$ cat config.mk
export PLATFORM = sky130hd
export DESIGN_NAME = jump_unit
export DESIGN_NICKNAME = d
export VERILOG_FILES = /design/src/source/jump_pkg.sv /design/src/source/jump_unit.sv /design/src/source/jump_target_calc.sv /design/src/source/jump_reserv_station.sv
export VERILOG_INCLUDE_DIRS = /design/src /design/src/source
export SDC_FILE = /design/constraint.sdc
export NUM_CORES = 1
export LEC_CHECK = 0
export BUFFER_PORTS_ARGS = -buffer_cell sky130_fd_sc_hd__buf_4
export CAP_MARGIN = 0
export CORE_AREA = 2 2 282 284
export CTS_CLUSTER_SIZE = 30
export DETAILED_ROUTE_END_ITERATION = 8
export DIE_AREA = 0 0 284 286
export GPL_TIMING_DRIVEN = 1
export PLACE_DENSITY_LB_ADDON = 0.1
export RECOVER_POWER = 50
export SYNTH_ARGS = -nofsm -noshare
export SYNTH_HDL_FRONTEND = slang
export SYNTH_SLANG_ARGS = --single-unit
$ cat constraint.sdc
create_clock -name clk -period 7.7 [get_ports clk]
set_input_delay 0.385 -clock clk [delete_from_list [all_inputs] [get_ports clk]]
set_output_delay 0.385 -clock clk [all_outputs]
set_load 0.02 [all_outputs]
$ cat src/source/jump_cfg.svh
`ifndef JUMP_CFG_SVH
`define JUMP_CFG_SVH

// data path and pc width
`define JUMP_XLEN 32

// rob tag width, tag 0 is reserved for a ready operand
`define JUMP_TAG_W 4

// slots in the jump reservation station
`define JUMP_RS_ENTRIES 4

// credit counter width, must hold JUMP_RS_ENTRIES
`define JUMP_CREDIT_W 3

`endif
$ cat src/source/jump_pkg.sv
`include "jump_cfg.svh"

package jump_pkg;

  typedef logic [`JUMP_XLEN-1:0] word_t;

  typedef logic [`JUMP_TAG_W-1:0] tag_t;

  // marks an operand whose value is already present
  localparam tag_t TAG_NONE = '0;

  // one reservation station slot
  typedef struct packed {
    logic  valid;
    tag_t  dest;      // rob tag of this jump
    word_t base;      // base operand value once known
    tag_t  base_tag;  // producer tag of base, TAG_NONE when base is valid
    word_t imm;
    word_t pc;
  } jump_entry_t;

  // target address with bit 0 forced low
  function automatic word_t jump_target(input word_t pc, input word_t base, input word_t imm);
    word_t sum;
    sum = pc + base + imm;
    return sum & ~word_t'(1);
  endfunction

endpackage

$ cat src/source/jump_unit.sv
`timescale 1ns/100ps

module jump_unit (
  input  logic            clk,
  input  logic            rst,
  input  logic            disp_valid,
  input  jump_pkg::tag_t  disp_dest,
  input  jump_pkg::word_t disp_base,
  input  jump_pkg::tag_t  disp_base_tag,
  input  jump_pkg::word_t disp_imm,
  input  jump_pkg::word_t disp_pc,
  output logic            credit_return,
  input  logic            cdb_valid,
  input  jump_pkg::tag_t  cdb_tag,
  input  jump_pkg::word_t cdb_value,
  output logic            res_valid,
  output jump_pkg::tag_t  res_tag,
  output jump_pkg::word_t res_next_pc,
  output jump_pkg::word_t res_link
);
  import jump_pkg::*;

  logic  iss_valid;
  tag_t  iss_dest;
  word_t iss_base;
  word_t iss_imm;
  word_t iss_pc;

  jump_reserv_station rs0 (
    .clk           (clk),
    .rst           (rst),
    .disp_valid    (disp_valid),
    .disp_dest     (disp_dest),
    .disp_base     (disp_base),
    .disp_base_tag (disp_base_tag),
    .disp_imm      (disp_imm),
    .disp_pc       (disp_pc),
    .cdb_valid     (cdb_valid),
    .cdb_tag       (cdb_tag),
    .cdb_value     (cdb_value),
    .credit_return (credit_return),
    .iss_valid     (iss_valid),
    .iss_dest      (iss_dest),
    .iss_base      (iss_base),
    .iss_imm       (iss_imm),
    .iss_pc        (iss_pc)
  );

  jump_target_calc calc0 (
    .clk         (clk),
    .rst         (rst),
    .iss_valid   (iss_valid),
    .iss_dest    (iss_dest),
    .iss_base    (iss_base),
    .iss_imm     (iss_imm),
    .iss_pc      (iss_pc),
    .res_valid   (res_valid),
    .res_tag     (res_tag),
    .res_next_pc (res_next_pc),
    .res_link    (res_link)
  );

endmodule

$ cat src/source/jump_target_calc.sv
`timescale 1ns/100ps

module jump_target_calc (
  input  logic            clk,
  input  logic            rst,
  input  logic            iss_valid,
  input  jump_pkg::tag_t  iss_dest,
  input  jump_pkg::word_t iss_base,
  input  jump_pkg::word_t iss_imm,
  input  jump_pkg::word_t iss_pc,
  output logic            res_valid,
  output jump_pkg::tag_t  res_tag,
  output jump_pkg::word_t res_next_pc,
  output jump_pkg::word_t res_link
);
  import jump_pkg::*;

  localparam word_t LINK_OFFSET = word_t'(4);

  word_t target_addr;
  word_t link_addr;

  always_comb begin
    target_addr = jump_target(iss_pc, iss_base, iss_imm);
    link_addr   = iss_pc + LINK_OFFSET;  // return address of the jump
  end

  always_ff @(posedge clk) begin
    if (rst) begin
      res_valid <= 1'b0;
    end else begin
      res_valid <= iss_valid;
    end
  end

  // result payload only loads with a valid issue
  always_ff @(posedge clk) begin
    if (iss_valid) begin
      res_tag     <= iss_dest;
      res_next_pc <= target_addr;
      res_link    <= link_addr;
    end
  end

endmodule

$ cat src/source/jump_reserv_station.sv
`timescale 1ns/100ps
`include "jump_cfg.svh"

module jump_reserv_station (
  input  logic            clk,
  input  logic            rst,
  input  logic            disp_valid,
  input  jump_pkg::tag_t  disp_dest,
  input  jump_pkg::word_t disp_base,
  input  jump_pkg::tag_t  disp_base_tag,
  input  jump_pkg::word_t disp_imm,
  input  jump_pkg::word_t disp_pc,
  input  logic            cdb_valid,
  input  jump_pkg::tag_t  cdb_tag,
  input  jump_pkg::word_t cdb_value,
  output logic            credit_return,
  output logic            iss_valid,
  output jump_pkg::tag_t  iss_dest,
  output jump_pkg::word_t iss_base,
  output jump_pkg::word_t iss_imm,
  output jump_pkg::word_t iss_pc
);
  import jump_pkg::*;

  localparam int unsigned NUM_ENTRIES = `JUMP_RS_ENTRIES;
  localparam int unsigned IDX_W = (NUM_ENTRIES > 1) ? $clog2(NUM_ENTRIES) : 1;

  jump_entry_t                entries [NUM_ENTRIES];
  logic [NUM_ENTRIES-1:0]     entry_free;
  logic [NUM_ENTRIES-1:0]     entry_ready;
  logic [NUM_ENTRIES-1:0]     entry_wake;
  logic                       free_found;
  logic [IDX_W-1:0]           free_idx;
  logic                       sel_found;
  logic [IDX_W-1:0]           sel_idx;
  logic                       disp_bypass;
  logic                       disp_write;
  jump_entry_t                disp_entry;

  // priority encoder, the lowest set bit wins
  function automatic logic [IDX_W-1:0] lowest_index(input logic [NUM_ENTRIES-1:0] vec);
    logic [IDX_W-1:0] idx;
    idx = '0;
    for (int i = NUM_ENTRIES - 1; i >= 0; i--) begin
      if (vec[i]) begin
        idx = IDX_W'(i);
      end
    end
    return idx;
  endfunction

  always_comb begin
    for (int i = 0; i < NUM_ENTRIES; i++) begin
      entry_free[i]  = !entries[i].valid;
      entry_ready[i] = entries[i].valid && (entries[i].base_tag == TAG_NONE);
      entry_wake[i]  = entries[i].valid && cdb_valid &&
                       (entries[i].base_tag != TAG_NONE) &&
                       (entries[i].base_tag == cdb_tag);  // snoop the cdb for a pending base
    end
  end

  always_comb begin
    free_found = |entry_free;
    free_idx   = lowest_index(entry_free);
    sel_found  = |entry_ready;
    sel_idx    = lowest_index(entry_ready);
  end

  // the operand may be broadcast in the very cycle it is dispatched
  always_comb begin
    disp_bypass = cdb_valid && (disp_base_tag != TAG_NONE) && (disp_base_tag == cdb_tag);
    disp_write  = disp_valid && free_found;  // credits keep a free slot available

    disp_entry.valid    = 1'b1;
    disp_entry.dest     = disp_dest;
    disp_entry.base     = disp_bypass ? cdb_value : disp_base;
    disp_entry.base_tag = disp_bypass ? TAG_NONE : disp_base_tag;
    disp_entry.imm      = disp_imm;
    disp_entry.pc       = disp_pc;
  end

  always_ff @(posedge clk) begin
    if (rst) begin
      for (int i = 0; i < NUM_ENTRIES; i++) begin
        entries[i].valid <= 1'b0;
      end
    end else begin
      for (int i = 0; i < NUM_ENTRIES; i++) begin
        if (entry_wake[i]) begin
          entries[i].base     <= cdb_value;
          entries[i].base_tag <= TAG_NONE;
        end
      end

      if (sel_found) begin
        entries[sel_idx].valid <= 1'b0;  // slot frees as the op moves to the issue register
      end

      if (disp_write) begin
        entries[free_idx] <= disp_entry;  // never the slot being issued, that one is valid
      end
    end
  end

  always_ff @(posedge clk) begin
    if (rst) begin
      iss_valid     <= 1'b0;
      credit_return <= 1'b0;
    end else begin
      iss_valid     <= sel_found;
      credit_return <= sel_found;  // one credit per freed slot
    end
  end

  always_ff @(posedge clk) begin
    if (sel_found) begin
      iss_dest <= entries[sel_idx].dest;
      iss_base <= entries[sel_idx].base;
      iss_imm  <= entries[sel_idx].imm;
      iss_pc   <= entries[sel_idx].pc;
    end
  end

endmodule

== Yosys cells after proc, flatten, opt, wreduce, memory -nomap -nowiden ==
Memory sizes are Yosys's and may differ from the RTL's. A register that Yosys moved wholly into a read port is not among the register bits.
Cells that the tools add are included.

* Input bits: 144
* Output and inout bits: 70
* Memory bits (writable): 420
* Memories kept: 1
* Bits in registers: 69

* Eq/ne operators: 5
* Mux-type cells: 30
* Add/subtract/negate cells: 3
* Reductions and logical operators: 34

{| class="wikitable"
|+ Memory list
! name !! words !! width !! read ports !! clocked after Yosys merged registers in !! write ports !! line !! RTL
|-
| rs0.entries || 4 || 105 || 5 || 1 || 6 || jump_reserv_station.sv:28 || <nowiki>jump_entry_t entries [NUM_ENTRIES];</nowiki>
|}

{| class="wikitable"
|+ Operators by type and width
! cell !! count
|-
| $add A32 B32 Y32 || 2
|-
| $add A32 B3 Y32 const B || 1
|-
| $mux W32 || 1
|-
| $eq A4 B4 Y1 || 5
|-
| $mux W1 || 20
|-
| $reduce_bool A4 Y1 || 5
|-
| $logic_and A1 B1 Y1 || 19
|-
| $logic_not A4 Y1 || 4
|-
| $mux W2 || 8
|-
| $reduce_or A4 Y1 || 2
|-
| $logic_not A1 Y1 || 4
|-
| $mux W4 || 1
|}

== Longest topological paths before layout ==
An unclocked memory read counts as a cell.

* Word-level depth: 7
* Depth in mapped cells: 11
* Gate-level depth less buffers: 11

== By module ==
Synthesis repeated with hierarchy kept, for this count alone.

* Cell total of the unflattened synthesis: 1499
* Area total of the unflattened synthesis: 26065.0 um^2

{| class="wikitable"
|+ By module, submodules not included
! module !! instances !! area an instance (um^2) !! sequential area each (um^2) !! cells an instance
|-
| jump_reserv_station || 1 || 21187.8 || 15595.0 || 1094
|-
| jump_target_calc || 1 || 4877.2 || 2031.9 || 405
|}

== Least setup slack after synthesis ==
No wires, ideal clock.

* Path kind: in2reg
* From: input port disp_valid
* To: memory rs0.entries[0][64] in the netlist's numbering, enable pin
* Slack: 2.176 ns
* Data required time: 7.263 ns
* Arrival: 5.087 ns
* Buffers on the path: 0
* Stages: 3
* Cell sequence: nor2b_1 -> nor2b_1 -> o21bai_1

{| class="wikitable"
|+ RTL lines
! element !! line !! RTL
|-
| start: declaration || jump_unit.sv:6 || <nowiki>input logic disp_valid,</nowiki>
|-
| end: declaration || jump_reserv_station.sv:28 ||
|}

== Worst setup path in the final report ==
* From: register rs0.credit_return
* To: output port credit_return

{| class="wikitable"
|+ RTL lines
! element !! line !! RTL
|-
| start: declaration || jump_reserv_station.sv:16 || <nowiki>output logic credit_return,</nowiki>
|-
| start signal: assignment || jump_reserv_station.sv:111 || <nowiki>credit_return <= sel_found;</nowiki>
|-
| end: declaration || jump_unit.sv:12 || <nowiki>output logic credit_return,</nowiki>
|}

No word-level cell between the ends.

==> results.json <==
{
  "status": "complete, but fails checks",
  "violations": "capacitance limit, slew limit",
  "cts_tree": "done",
  "start_util": 0.317,
  "cts_htree_levels": 3,
  "drv_slew": 390,
  "synthFlopType": "edfxtp_1",
  "hp-class": "primary input to flip-flop",
  "synthSimpleGateAreaFrac": 0.0727,
  "drt_iter0_drc": 1220,
  "portBuffers": 212,
  "antenna_found_initial": 7,
  "setup_viol": 0,
  "worstSetupPathType": "flip-flop to output pin",
  "fin_setup_tns_ps": 0,
  "required_ps": 7320,
  "drv_cap": 12,
  "reg2reg_to": "rs0.iss_base[25]",
  "ys_types": 69,
  "hold_viol": 0,
  "syn_nets": 1756,
  "yosysWarnings": 0,
  "vias": 14500,
  "synthAdderAreaFrac": 0.0411,
  "grt_max_degree": 101,
  "viasPerCell": 4.89,
  "slowest_stage": "dfxtp_1",
  "chipWidth_um": 284,
  "clkTransAtPathRegs_ps": 60,
  "grt_overflow": 0,
  "place_congestion": 0.850,
  "synthCells": 1549,
  "arrival_ps": 4260,
  "powerDensity_nw_per_um2": 248,
  "p_int_w": 0.00583,
  "p_switching_w": 0.00161,
  "hp-start": "disp_valid",
  "synth-compound-area-share": 0.0721,
  "synth_most_common_cell": "edfxtp_1",
  "ys_ff_latch": 589,
  "routedWlPerCell_um": 23.6,
  "drive_gt1_frac": 0.124,
  "grt_use_met1": 0.226,
  "synth.area.top_cells": "edfxtp_1 70%, mux2_1 4.1%, a222oi_1 4.0%, nand2_1 3.6%, fa_1 2.5%",
  "core_area_um2": 78400,
  "synth_area_per_cell_um2": 16.0,
  "peakVddDrop_v": 0.000127,
  "muxShareOfSynthArea": 0.0615,
  "dp_cells": 2762,
  "ys_seq_area_frac": 0.710,
  "root_buffer": "clkbuf_16",
  "num_io_pins": 214,
  "clock_latency_ps": 600,
  "worstMarginPinSlew_ps": 3000,
  "async_flop_share": 0,
  "synth_top_family_by_area": "simple AND/OR/NAND/NOR gates",
  "clockPowerShare": 0.458,
  "endpoint_kind": "output pin",
  "syn_area_um2": 24800,
  "grt_use_total": 0.170,
  "synth_common_cells": "583 x edfxtp_1, 236 x nand2_1, 100 x a222oi_1",
  "reg2reg_slack_ps": 3470,
  "fill_cells": 7520,
  "max_stage_delay_ps": 1890,
  "slew_headroom": -0.997,
  "rsz0062_at_grt": "no",
  "post_cts_resize_count": 0,
  "worstPathCellList": "clkbuf_1, buf_4",
  "max_freq_ghz": 0.215,
  "hold_end": "rs0.entries[0][104]",
  "synth_top_area_share": 0.705,
  "numCtsBuffers": 69,
  "leakage_nw": 10.4,
  "hold_depth": 3,
  "startpoint_type": "flip-flop",
  "ant_nets": 0,
  "synth_edf_count": 583,
  "grt_pass1_vias": 15100,
  "p_comb_frac": 0.055,
  "grt_util_met2": 0.286,
  "fin_area_um2": 30000,
  "placed_area_um2": 27600,
  "place_hpwl_mm": 43.3,
  "layoutNonFillerInstCount": 2954,
  "r2r_start": "rs0.entries[3][65]",
  "synth_top_area_cell": "edfxtp_1",
  "period_share": 0.604,
  "grtUsageMet3": 0.0321,
  "drc": 0,
  "finClkSkew_ps": 18.4,
  "nets": 2059,
  "seqPwrFrac": 0.487,
  "die_h_um": 286,
  "first_pass_iters": 6,
  "grt_pass1_wl_mm": 102,
  "fp-row-count": 103,
  "reg2regPathDepth": 6,
  "busiest_layer": "met2",
  "antenna_cells": 0,
  "period_minus_slack_ps": 4650,
  "wirelength_mm": 69.8,
  "path_max_fanout": 43,
  "p_sw_frac": 0.216,
  "die-area_um2": 81200,
  "synth_xor_area_frac": 0.0240,
  "area_growth_pct": 20.7,
  "clk_path_buf_depth": 3,
  "cts_sinks": 589
}
-- worst max-delay path, delay by kind of cell, from the launching register on --
family,cells,cell delay [ps]
flops,1,1890
buf+inv,2,1650
-- how the worst max path moves through the flow --
stage / from / endpoint / cells after the start
finish: rs0.credit_return / credit_return / 2
global route: rs0.credit_return / credit_return / 2
CTS: rs0.iss_pc[5] / calc0.res_next_pc[22] / 8
detailed placement: rs0.iss_pc[5] / calc0.res_next_pc[22] / 8
global placement: rs0.iss_pc[5] / calc0.res_next_pc[22] / 8
floorplan: disp_valid / rs0.entries[0][64] / 3
-- power by group through the flow --
stage / combinational (W) / sequential, W / clock [W]
3_3_place_gp: 0.000401 / 0.00369 / 0
4_1_cts: 0.000438 / 0.00362 / 0.00350
6_report: 0.000410 / 0.00362 / 0.00341
2_1_floorplan: 0.000221 / 0.00369 / 0
3_5_place_dp: 0.000405 / 0.00369 / 0
5_1_grt: 0.000455 / 0.00363 / 0.00363
-- metrics by stage --
stage / setup slack [ps] / hold WS, ps / total power [W] / util
2_1_floorplan: 2180 / 400 / 0.00391 / -
3_3_place_gp: 4270 / 408 / 0.00409 / 0.352
3_5_place_dp: 4230 / 416 / 0.00410 / 0.352
4_1_cts: 4210 / 7.88 / 0.00757 / 0.391
5_1_grt: 2750 / 55.4 / 0.00771 / 0.383
6_report: 3050 / 58.5 / 0.00744 / 0.383
-- cells in the final DEF (no fill, tap or decap), drive strengths merged, types with 3 or more instances in the layout --
cell type	synthesis	final
and3	12	12
nand3b	3	3
ha	32	32
edfxtp	583	583
mux2	129	129
a2111oi	3	3
o2111ai	3	3
bufinv	0	12
nand2b	8	8
clkinv	0	26
buf	18	87
a311oi	4	4
xor2	25	25
and4	5	5
dlygate4sd3	0	69
nor2b	7	7
nor3b	3	3
fa	31	31
nor4	3	3
a21oi	30	30
and2	7	7
o211ai	5	5
o21ai	21	21
nand4	11	11
nand3	26	26
a211oi	7	7
a31o	3	3
nor2	45	45
inv	17	20
a222oi	100	100
o21a	4	4
nor3	13	13
clkbuf	52	223
or3	5	5
nand2	240	240
clkinvlp	0	5
xnor2	43	43
a21o	12	12
dfxtp	6	6
-- area by class of cell --
class,count,area (µm²),share of cell area
multi-input cells,873,6740,0.225
clock inverters,46,592,0.0197
well taps,1050,1310,0.0438
flip-flops and latches,589,17600,0.588
clock buffers,77,1760,0.0586
inverters,17,66.3,0.00221
repair buffers,302,1890,0.0631
-- state kept, by name, summed over array words and instances (netlist names) --
register,flops
calc0.res_link,32
calc0.res_next_pc,31
calc0.res_tag,4
calc0.res_valid,1
rs0.credit_return,1
rs0.entries,420
rs0.iss_base,32
rs0.iss_dest,4
rs0.iss_imm,32
rs0.iss_pc,32
-- logic make-up after synthesis --
kind of cell / count (synthesis)
other: 1
adder cells (fa/ha/maj): 63
AO/OA/AOI/OAI: 217
XOR/XNOR: 68
buffers and inverters: 87
AND/OR/NAND/NOR: 395
multiplexers: 129
flip-flops: 589
-- repair_timing --
action	CTS	global route
buffers inserted	0	0
hold buffers	69	0
endpoints found under the hold margin	274	0
-- per-layer routing --
metal	up-vias	wire length [µm]
met3	87	3530
met4	14	1080
met5	-	97
li1	6712	-
met2	338	33700
met1	7305	31500
No activity file was read; power rests on OpenSTA's default activity.
